`src/include/sub_config.svh`:
```
`ifndef SUB_CONFIG_SVH
`define SUB_CONFIG_SVH

// sub cpu clock enable ratio
// cpu_cen fires SUB_CEN_NUM times every SUB_CEN_DEN clk
`define SUB_CEN_NUM 29
`define SUB_CEN_DEN 146

// ratio accumulator width, must hold SUB_CEN_DEN - 1
`define SUB_CEN_W 8

// rom word address, 256 kwords of program
`define SUB_ROM_AW 18

`endif

```
`src/hdl/sub_bus_pkg.sv`:
```
`include "sub_config.svh"

package sub_bus_pkg;

    typedef logic [19:1] addr_t;     // word address, a0 is implied by the strobes
    typedef logic [15:0] data_t;
    typedef logic [1:0]  dsn_t;      // {udsn, ldsn}, active low
    typedef logic [2:0]  fc_t;
    typedef logic [`SUB_ROM_AW-1:0] rom_addr_t;

    // one bus master's view of a cycle
    typedef struct packed {
        addr_t addr;
        dsn_t  dsn;
        logic  rnw;
    } bus_req_t;

    typedef struct packed {
        logic rom;
        logic ram;
        logic road;  // road ram
        logic sio;   // road i/o
    } chip_sel_t;

    typedef enum logic [1:0] {
        ARB_IDLE,
        ARB_REQ,
        ARB_GRANT,
        ARB_OWN
    } arb_state_e;

endpackage

```
`src/hdl/sub_bus_timing.sv`:
```
`timescale 1ns/1ps
`include "sub_config.svh"

module sub_bus_timing (
    input  logic              clk,
    input  logic              rst,
    input  logic              bus_cs,
    input  logic              bus_busy,
    input  logic              cpu_asn,
    input  sub_bus_pkg::dsn_t dsn,
    input  sub_bus_pkg::fc_t  cpu_fc,
    input  logic              irqn,
    output logic              cpu_cen,
    output logic              cpu_cenb,
    output logic              dtackn,
    output logic              vpan,
    output sub_bus_pkg::fc_t  ipln
);
    import sub_bus_pkg::*;

    localparam logic [`SUB_CEN_W:0] CEN_NUM  = `SUB_CEN_NUM;
    localparam logic [`SUB_CEN_W:0] CEN_DEN  = `SUB_CEN_DEN;
    localparam logic [`SUB_CEN_W:0] CEN_HALF = `SUB_CEN_DEN / 2;

    logic [`SUB_CEN_W-1:0] acc;
    logic [`SUB_CEN_W:0]   acc_sum;  // extra bit so the sum can pass den
    logic [`SUB_CEN_W:0]   acc_wrap;
    logic                  inta;
    logic                  strb_q;
    logic                  mem_rdy;

    assign acc_sum  = {1'b0, acc} + CEN_NUM;
    assign acc_wrap = acc_sum - CEN_DEN;

    // fractional divider, frozen while memory holds the bus
    always_ff @(posedge clk or posedge rst) begin
        if (rst) begin
            acc      <= '0;
            cpu_cen  <= 1'b0;
            cpu_cenb <= 1'b0;
        end else if (bus_busy) begin
            cpu_cen  <= 1'b0;
            cpu_cenb <= 1'b0;
        end else begin
            // half point crossed once per period
            cpu_cenb <= ({1'b0, acc} < CEN_HALF) && (acc_sum >= CEN_HALF);
            if (acc_sum >= CEN_DEN) begin
                acc     <= acc_wrap[`SUB_CEN_W-1:0];
                cpu_cen <= 1'b1;
            end else begin
                acc     <= acc_sum[`SUB_CEN_W-1:0];
                cpu_cen <= 1'b0;
            end
        end
    end

    // fc = x11 is an interrupt acknowledge cycle
    assign inta = &cpu_fc[1:0];
    assign vpan = ~(~cpu_asn & inta);  // autovector request
    assign ipln = {irqn, 2'b11};       // single level interrupt

    // the selects lag the strobe by one clk, so busy is only
    // meaningful once the strobe has been seen for a cycle
    always_ff @(posedge clk or posedge rst) begin
        if (rst) begin
            strb_q <= 1'b0;
        end else begin
            strb_q <= ~cpu_asn & ~&dsn;
        end
    end

    assign mem_rdy = strb_q & (~bus_cs | ~bus_busy);

    always_ff @(posedge clk or posedge rst) begin
        if (rst) begin
            dtackn <= 1'b1;
        end else if (cpu_asn || inta) begin
            dtackn <= 1'b1;  // cycle over or vpa path
        end else if (cpu_cen && mem_rdy) begin
            dtackn <= 1'b0;
        end
    end

endmodule

```
`src/hdl/sub_bus_arbiter.sv`:
```
`timescale 1ns/1ps

module sub_bus_arbiter (
    input  logic clk,
    input  logic rst,
    input  logic cpu_cen,
    input  logic main_br,
    input  logic bgn,
    input  logic cpu_asn,
    output logic brn,
    output logic bgackn
);
    import sub_bus_pkg::*;

    arb_state_e state;

    // steps at the sub cpu rate so the 68000 sees a clean sequence
    always_ff @(posedge clk or posedge rst) begin
        if (rst) begin
            state <= ARB_IDLE;
        end else if (cpu_cen) begin
            case (state)
                ARB_IDLE: begin
                    if (main_br) state <= ARB_REQ;
                end
                ARB_REQ: begin
                    if (!main_br) begin
                        state <= ARB_IDLE;  // request withdrawn
                    end else if (!bgn) begin
                        state <= ARB_GRANT;
                    end
                end
                ARB_GRANT: begin
                    // wait for the running cycle to finish
                    if (cpu_asn) state <= ARB_OWN;
                end
                ARB_OWN: begin
                    if (!main_br) state <= ARB_IDLE;
                end
                default: state <= ARB_IDLE;
            endcase
        end
    end

    assign brn    = ~((state == ARB_REQ) || (state == ARB_GRANT));
    assign bgackn = ~(state == ARB_OWN);

endmodule

```
`src/hdl/sub_mem_map.sv`:
```
`timescale 1ns/1ps
`include "sub_config.svh"

module sub_mem_map (
    input  logic                   clk,
    input  logic                   rst,
    input  logic                   bgackn,
    input  sub_bus_pkg::bus_req_t  cpu_req,
    input  sub_bus_pkg::bus_req_t  main_req,
    input  logic                   cpu_asn,
    input  sub_bus_pkg::data_t     cpu_dout,
    input  sub_bus_pkg::data_t     main_dout,
    input  logic                   rom_ok,
    input  logic                   ram_ok,
    input  sub_bus_pkg::data_t     rom_data,
    input  sub_bus_pkg::data_t     ram_data,
    output sub_bus_pkg::chip_sel_t cs,
    output sub_bus_pkg::rom_addr_t rom_addr,
    output sub_bus_pkg::data_t     bus_dout,
    output sub_bus_pkg::data_t     cpu_din,
    output sub_bus_pkg::dsn_t      dswn,
    output logic                   bus_cs,
    output logic                   bus_busy,
    output logic                   main_ok,
    output sub_bus_pkg::dsn_t      bus_dsn
);
    import sub_bus_pkg::*;

    bus_req_t  bus_req;
    chip_sel_t cs_dec;
    logic      bus_strb;
    logic      access;

    // main cpu owns the bus while bgackn is low
    assign bus_req  = bgackn ? cpu_req : main_req;
    assign bus_dout = bgackn ? cpu_dout : main_dout;
    assign bus_dsn  = bus_req.dsn;

    assign bus_strb = ~&bus_req.dsn;
    assign dswn     = bus_req.dsn | {2{bus_req.rnw}};  // reads never write
    assign access   = bus_strb | ~bgackn | (~cpu_asn & bus_req.rnw);

    // map on a19..a17
    always_comb begin
        cs_dec = '0;
        case (bus_req.addr[19:17])
            3'd0, 3'd1, 3'd2: cs_dec.rom = 1'b1;
            3'd3: cs_dec.ram = bus_strb;
            3'd4: begin
                cs_dec.road = ~bus_req.addr[16];
                cs_dec.sio  = bus_req.addr[16];
            end
            default: cs_dec = '0;
        endcase
    end

    always_ff @(posedge clk or posedge rst) begin
        if (rst) begin
            cs <= '0;
        end else if (access) begin
            cs <= cs_dec;
        end else begin
            cs <= '0;
        end
    end

    always_ff @(posedge clk) begin
        rom_addr <= bus_req.addr[`SUB_ROM_AW:1];
    end

    // both masters read through the same return path
    always_comb begin
        if (cs.ram) begin
            cpu_din = ram_data;
        end else if (cs.rom) begin
            cpu_din = rom_data;
        end else begin
            cpu_din = '1;  // open bus
        end
    end

    assign bus_cs   = cs.rom | cs.ram;
    assign bus_busy = (cs.rom & ~rom_ok) | (cs.ram & ~ram_ok);
    assign main_ok  = ~bgackn & ~bus_busy;

endmodule

```
`src/hdl/outrun_sub_bus.sv`:
```
`timescale 1ns/1ps

module outrun_sub_bus (
    input  logic                   clk,
    input  logic                   rst,
    input  logic                   irqn,     // shared with the main cpu

    // main cpu side
    input  logic                   main_br,
    input  sub_bus_pkg::bus_req_t  main_req,
    input  sub_bus_pkg::data_t     main_dout,
    output sub_bus_pkg::data_t     main_din,
    output logic                   main_ok,

    // sub cpu pins
    input  sub_bus_pkg::bus_req_t  cpu_req,
    input  logic                   cpu_asn,
    input  sub_bus_pkg::fc_t       cpu_fc,
    input  sub_bus_pkg::data_t     cpu_dout,
    output sub_bus_pkg::data_t     cpu_din,
    input  logic                   bgn,
    output logic                   brn,
    output logic                   bgackn,
    output logic                   dtackn,
    output logic                   vpan,
    output sub_bus_pkg::fc_t       ipln,
    output logic                   cpu_cen,
    output logic                   cpu_cenb,

    // memory side
    output sub_bus_pkg::data_t     bus_dout,
    output sub_bus_pkg::dsn_t      dswn,
    output sub_bus_pkg::rom_addr_t rom_addr,
    output logic                   rom_cs,
    input  logic                   rom_ok,
    input  sub_bus_pkg::data_t     rom_data,
    output logic                   ram_cs,
    input  logic                   ram_ok,
    input  sub_bus_pkg::data_t     ram_data,
    output logic                   road_cs,
    output logic                   sio_cs
);
    import sub_bus_pkg::*;

    chip_sel_t cs;
    dsn_t      bus_dsn;
    logic      bus_cs;
    logic      bus_busy;

    assign rom_cs   = cs.rom;
    assign ram_cs   = cs.ram;
    assign road_cs  = cs.road;
    assign sio_cs   = cs.sio;
    assign main_din = cpu_din;

    sub_bus_timing u_timing (
        .clk      (clk),
        .rst      (rst),
        .bus_cs   (bus_cs),
        .bus_busy (bus_busy),
        .cpu_asn  (cpu_asn),
        .dsn      (bus_dsn),
        .cpu_fc   (cpu_fc),
        .irqn     (irqn),
        .cpu_cen  (cpu_cen),
        .cpu_cenb (cpu_cenb),
        .dtackn   (dtackn),
        .vpan     (vpan),
        .ipln     (ipln)
    );

    sub_bus_arbiter u_arbiter (
        .clk     (clk),
        .rst     (rst),
        .cpu_cen (cpu_cen),
        .main_br (main_br),
        .bgn     (bgn),
        .cpu_asn (cpu_asn),
        .brn     (brn),
        .bgackn  (bgackn)
    );

    sub_mem_map u_mem_map (
        .clk       (clk),
        .rst       (rst),
        .bgackn    (bgackn),
        .cpu_req   (cpu_req),
        .main_req  (main_req),
        .cpu_asn   (cpu_asn),
        .cpu_dout  (cpu_dout),
        .main_dout (main_dout),
        .rom_ok    (rom_ok),
        .ram_ok    (ram_ok),
        .rom_data  (rom_data),
        .ram_data  (ram_data),
        .cs        (cs),
        .rom_addr  (rom_addr),
        .bus_dout  (bus_dout),
        .cpu_din   (cpu_din),
        .dswn      (dswn),
        .bus_cs    (bus_cs),
        .bus_busy  (bus_busy),
        .main_ok   (main_ok),
        .bus_dsn   (bus_dsn)
    );

endmodule

```
`config.mk`:
```
export PLATFORM = sky130hd
export DESIGN_NAME = outrun_sub_bus
export DESIGN_NICKNAME = d
export VERILOG_FILES = /design/src/hdl/sub_bus_pkg.sv /design/src/hdl/sub_bus_timing.sv /design/src/hdl/sub_bus_arbiter.sv /design/src/hdl/sub_mem_map.sv /design/src/hdl/outrun_sub_bus.sv
export VERILOG_INCLUDE_DIRS = /design/src /design/src/include
export SDC_FILE = /design/constraint.sdc
export NUM_CORES = 1
export LEC_CHECK = 0
export BUFFER_PORTS_ARGS = -buffer_cell sky130_fd_sc_hd__buf_2
export CAP_MARGIN = 0
export CORE_AREA = 2 2 86 88
export DETAILED_ROUTE_END_ITERATION = 7
export DIE_AREA = 0 0 88 90
export PLACE_DENSITY = 0.81
export SKIP_CTS_REPAIR_TIMING = 1
export SYNTH_ARGS = -nofsm -noshare
export SYNTH_HDL_FRONTEND = slang
export SYNTH_SLANG_ARGS = --single-unit
export TNS_END_PERCENT = 50
```
`constraint.sdc`:
```
create_clock -name clk -period 2.8 [get_ports clk]
set_input_delay 0.56 -clock clk [delete_from_list [all_inputs] [get_ports clk]]
set_output_delay 0.56 -clock clk [all_outputs]
set_load 0.03 [all_outputs]
```
== After elaboration in Yosys (flattened, before gate mapping) ==
Cells that the tools add are included.

* Bits in registers: 36
* Output and inout bits: 82
* Word-level logic and storage cells: 81

* Add/subtract/negate cells: 2
* $lt $le $gt $ge: 3
* Eq/ne operators: 11
* Muxes and demuxes: 20
* Bitwise operators: 22
* Reductions and logical operators: 12

{| class="wikitable"
|+ Operators by type and width
! operator !! count
|-
| 16-bit 2-to-1 mux || 3
|-
| 22-bit 2-to-1 mux || 1
|-
| 2-bit 2-to-1 mux || 6
|-
| 8-bit by 5-bit adder with 9-bit output (second input constant) || 1
|-
| 9-bit by 7-bit >= comparator with 1-bit output (second input constant) || 1
|-
| 9-bit by 8-bit >= comparator with 1-bit output (second input constant) || 1
|-
| 1-bit inverter || 9
|-
| 8-bit by 7-bit less-than comparator with 1-bit output (second input constant) || 1
|-
| 8-bit 2-to-1 mux || 1
|-
| 2-bit one-hot mux with 4 select lines || 1
|-
| 8-bit subtractor (second input constant) || 1
|-
| 1-bit AND || 7
|-
| 1-bit 2-to-1 mux || 7
|-
| 3-bit by 2-bit equality test with 1-bit output (second input constant) || 2
|-
| 2-bit != test (second input constant) || 3
|-
| 1-bit bitwise OR || 5
|-
| 5-bit AND reduction || 1
|-
| 2-bit equality test (second input constant) || 2
|-
| 4-bit 2-to-1 mux || 1
|-
| 2-bit AND reduction || 2
|-
| 3-bit by 1-bit equality test with 1-bit output (second input constant) || 1
|-
| 3-bit equality test (second input constant) || 1
|-
| 3-bit zero test || 1
|-
| 3-bit != test (second input constant) || 1
|-
| 8 further kinds || 10
|}

== Logic depth before layout (Yosys ltp) ==
* Depth after elaboration: 9
* Mapped depth: 10

== Hierarchy ==
A second synthesis with hierarchy kept.

* Cell total of the unflattened synthesis: 277
* Area, all modules: 2647.5 um2

{| class="wikitable"
|+ By module, submodules not included
! module !! instances !! cells an instance !! area an instance (um2) !! sequential area each (um2)
|-
| sub_mem_map || 1 || 112 || 1253.7 || 460.4
|-
| sub_bus_timing || 1 || 126 || 1064.8 || 301.5
|-
| sub_bus_arbiter || 1 || 23 || 209.0 || 50.0
|-
| outrun_sub_bus || 1 || 16 || 120.1 || 0.0
|}

== Worst setup path before layout ==
Ideal clock, no wire load.

* Path type: register to output
* From: register u_arbiter.state[0]
* To: output port dswn[0]
* Data arrival time: 1.999 ns
* Path slack: 0.241 ns
* Stages on the path, launching flop included: 7
* Cell sequence: dfrtp_1 ha_1 clkbuf_1 buf_1 clkbuf_1 nor3_1 a21oi_1

* Longest elaborated chain between the ends: 3

{| class="wikitable"
|+ RTL lines
! element !! line !! text
|-
| from (decl) || sub_bus_arbiter.sv:15 || <nowiki>arb_state_e state;</nowiki>
|-
| from (signal assigned) || sub_bus_arbiter.sv:20 || <nowiki>state <= ARB_IDLE;</nowiki>
|-
| from (signal assigned) || sub_bus_arbiter.sv:24 || <nowiki>if (main_br) state <= ARB_REQ;</nowiki>
|-
| from (signal assigned) || sub_bus_arbiter.sv:28 || <nowiki>state <= ARB_IDLE;</nowiki>
|-
| 2-bit equality test || sub_bus_arbiter.sv:46 || <nowiki>assign bgackn = ~(state == ARB_OWN);</nowiki>
|-
| 22-bit 2-to-1 mux || sub_mem_map.sv:35 || <nowiki>assign bus_req = bgackn ? cpu_req : main_req;</nowiki>
|-
| 2-bit bitwise OR || sub_mem_map.sv:40 || <nowiki>assign dswn = bus_req.dsn | {2{bus_req.rnw}};</nowiki>
|-
| to (decl) || outrun_sub_bus.sv:32 || <nowiki>output sub_bus_pkg::dsn_t dswn,</nowiki>
|}

Every way passes these cells.

== Worst setup path after layout ==
* From: register u_timing.acc[0]
* To: register u_timing.acc[2]

* Longest elaborated chain between the ends: 3
* Elaborated cells on any way between the ends: 4
* Classes of those cells: add/sub (2); order compare (1); mux (1)

{| class="wikitable"
|+ RTL lines
! element !! line !! text
|-
| from (decl) || sub_bus_timing.sv:25 || <nowiki>logic [`SUB_CEN_W-1:0] acc;</nowiki>
|-
| from (signal assigned) || sub_bus_timing.sv:48 || <nowiki>acc <= acc_wrap[`SUB_CEN_W-1:0];</nowiki>
|-
| from (signal assigned) || sub_bus_timing.sv:51 || <nowiki>acc <= acc_sum[`SUB_CEN_W-1:0];</nowiki>
|-
| 8-bit by 5-bit adder with 9-bit output (*) || sub_bus_timing.sv:32 || <nowiki>assign acc_sum = {1'b0, acc} + CEN_NUM;</nowiki>
|-
| 8-bit subtractor or 9-bit by 8-bit >= comparator with 1-bit output (tied branches) || sub_bus_timing.sv:33, sub_bus_timing.sv:47 ||
|-
| 8-bit 2-to-1 mux (*) || sub_bus_timing.sv:47 || <nowiki>if (acc_sum >= CEN_DEN) begin</nowiki>
|}

Every way passes the cells marked *; elsewhere a longest branch is shown, timed or not.
A chain may end at the register's enable or synchronous reset.

==> results.json <==
{
  "critical-path-top-delay-family": "simple AND/OR/NAND/NOR gates",
  "dr_total_vias": 2998,
  "gp_congestion": 0.8956,
  "wl_per_cell_um": 15.38,
  "fin_crit_sh_pct": 89.49,
  "drtIter0Drc": 243,
  "async_reset_ff_share_pct": 50.00,
  "cts.path.max_buffers": 2,
  "synth_common_cells": "mux2_2, nand2_1, buf_4",
  "h-tree-depth": 2,
  "nets": 611,
  "insertion_delay_ps": 300,
  "drive_gt1_share_pct": 53.00,
  "antenna_found_initial": 0,
  "finalSetupTns_ps": 0,
  "p_leak_uw": 0.001847,
  "fp.dieH_um": 90,
  "grt_pass1_vias": 2813,
  "synth.most_common_cell": "mux2_2",
  "die_w_um": 88,
  "root_buffer": "clkbuf_8",
  "port_buffers": 195,
  "rows": 31,
  "vdd_drop_max_mv": 0.3158,
  "synth_area_um2": 2744,
  "ys.flop_type": "dfxtp_1",
  "synth_top_family_by_area": "compound AO/OA/AOI/OAI gates",
  "crit_arrival_ps": 2700,
  "worstSetupPathType": "register to register",
  "route.detailed.drc": 0,
  "powerDensity_nw_per_um2": 892.6,
  "die_area_um2": 7920,
  "max_freq_ghz": 0.3991,
  "crit_required_ps": 2990,
  "synth.area.mux_share_pct": 15.00,
  "ant_nets": 0,
  "worst_pin_slew_ps": 770.4,
  "grt_usage_pct": 21.85,
  "yosysTopAreaCellShare_pct": 15.50,
  "synth_compound_gate_area_share_pct": 20.93,
  "grt_pass1_wl_um": 13720,
  "path_clk_slew_ps": 90,
  "viasPerCell": 5.151,
  "start_kind": "register",
  "area_delta_synth_final_pct": 37.76,
  "core-area_um2": 7020,
  "synth_area_leader_cell": "dfrtp_1",
  "ys.warnings.count": 0,
  "fin_crit_ps": 2506,
  "grt_max_degree": 29,
  "wl_um": 8952,
  "end_kind": "register",
  "finalSetupViolCount": 0,
  "syn_area_per_cell_um2": 8.909,
  "synth_xor_area_share_pct": 1.596,
  "slew_headroom_pct": 48.58,
  "yosys.cell_types.count": 55,
  "synth_edf_count": 0,
  "synth_fa_ha_area_share_pct": 4.560,
  "synth-simple-area-share_pct": 17.42,
  "cts_tree": "built",
  "crit_fanout": 10,
  "ios": 201,
  "start_util_pct": 39.08,
  "status": "finished, final reports clean",
  "firstDrtPassIters": 4,
  "cp_slowest_stage_delay_ps": 450,
  "dp_slack_ps": 355.3,
  "grt_setup_unrepaired": "no",
  "critPathSlowestCell": "dfrtp_1",
  "cts_buffers": 5,
  "finalMaxSlewViolations": 0,
  "maxCapViolCount": 0,
  "synth-seq-area-share_pct": 29.59,
  "cp_cell_sequence": "ha_1, buf_4, nor4_4, nor3_1, a221o_1, or3_1, a21oi_1, nor4_2",
  "cts_sinks": 36,
  "clock_skew_ps": 16.50,
  "n_fill_cell": 629,
  "critical_path_buf_inv_count": 1,
  "antenna_cells": 0,
  "post-route-util_pct": 53.84,
  "ys_ff_latch": 36,
  "syn_inst": 308,
  "synth_area_leaders": "dfrtp_1, mux2_2, dfxtp_1",
  "hold_violations": 0,
  "hold_class": "primary input to asynchronous set/reset pin",
  "fin_ws_ps": 294.4,
  "grt_overflow": 0,
  "hpwl_um": 7363
}
-- cells by family after synthesis --
kind of cell | after synthesis
compound gates | 73
xor+xnor | 5
fa+ha+maj | 10
buf+inv | 54
flops | 36
mux | 37
other cells | 1
simple gates | 92
-- registers in the layout, summed over array words and instances, names as in the netlist, named ones only --
register,count
u_arbiter.state,1
u_mem_map.cs,4
u_mem_map.rom_addr,18
u_timing.acc,8
u_timing.cpu_cen,1
u_timing.cpu_cenb,1
u_timing.dtackn,1
u_timing.strb_q,1
-- stage by stage --
stage          hold slack (ps)  area [um^2]  instances  total power [uW]
2_1_floorplan            497.8         2748        309              2455
3_3_place_gp             536.3         3690        574              2892
3_5_place_dp             558.1         3690        574              2955
4_1_cts                  410.2         3780        582              3358
5_1_grt                  437.9         3780        582              3602
6_report                 383.6         3780        582              3374
-- worst paths after layout --
path                                                start                              to  slack [ps]  depth (start not counted)
setup / recovery              u_timing.acc[0]$_DFFE_PP0N_     u_timing.acc[2]$_DFFE_PP0N_         290                          8
min in group clk                             main_req[13]  u_mem_map.rom_addr[10]$_DFF_P_         480                          2
hold / removal                                        rst       u_mem_map.cs[3]$_DFF_PP0_         380                          2
hold reg to reg            u_arbiter.state[0]$_DFFE_PP0P_  u_arbiter.state[0]$_DFFE_PP0P_         580                          2
max in group asynchronous                             rst     u_timing.acc[6]$_DFFE_PP0N_        1920                          2
setup reg to reg              u_timing.acc[0]$_DFFE_PP0N_     u_timing.acc[2]$_DFFE_PP0N_         290                          8
-- layout make-up --
| cell class | count | area [um^2] | area share (%) |
|---|---|---|---|
| Sequential cell | 36 | 812.0 | 21.48 |
| Timing Repair Buffer | 206 | 1059 | 28.00 |
| Clock buffer | 5 | 68.82 | 1.821 |
| Multi-Input combinational cell | 219 | 1643 | 43.46 |
| Tap cell | 99 | 123.9 | 3.277 |
| Inverter | 14 | 52.55 | 1.390 |
| Clock inverter | 3 | 21.27 | 0.5627 |
-- layout by cell type, fill, tap and decap left out, types with 2 or more instances in the layout --
| cell type | netlist | routed |
|---|---|---|
| buf_2 | 8 | 195 |
| mux2_2 | 33 | 33 |
| nand2_1 | 24 | 24 |
| nor2_1 | 19 | 19 |
| dfxtp_1 | 18 | 18 |
| dfrtp_1 | 17 | 17 |
| o22a_1 | 16 | 16 |
| o21ai_0 | 15 | 15 |
| inv_1 | 13 | 13 |
| buf_4 | 20 | 11 |
| a21oi_1 | 10 | 10 |
| nand3_1 | 10 | 10 |
| nor3_1 | 9 | 9 |
| ha_1 | 10 | 9 |
| and3_1 | 7 | 7 |
| xnor2_1 | 5 | 5 |
| nand2b_1 | 5 | 5 |
| clkbuf_8 | 0 | 5 |
| a21o_1 | 4 | 4 |
| a31oi_1 | 4 | 4 |
| mux2i_1 | 4 | 4 |
| o211a_1 | 3 | 3 |
| or3_1 | 3 | 3 |
| o211ai_1 | 3 | 3 |
| o31ai_1 | 2 | 2 |
| and2_1 | 2 | 2 |
| a2111oi_4 | 2 | 2 |
| a221o_1 | 2 | 2 |
| nand4b_1 | 2 | 2 |
| a211oi_1 | 2 | 2 |
| nand4_1 | 2 | 2 |
| conb_1 | 1 | 2 |
-- routing by layer --
layer	up-vias	global-route usage, %	part of all wire, %	wire length [um]
met5	-	0	0	0
met2	154	37.82	51	4559
met4	0	5.256	1.0	90
met3	10	4.500	8.0	717
met1	1399	27.35	40	3585
li1	1435	-	-	-
-- where the power goes --
| part | internal [uW] | leakage (uW) | switching, uW |
|---|---|---|---|
| Combinational | 866 | 0.00142 | 1280 |
| Sequential | 637 | 0.000378 | 194 |
| Clock | 177 | 0.0000445 | 221 |
Note: power is estimated with default switching activity, not from simulation.
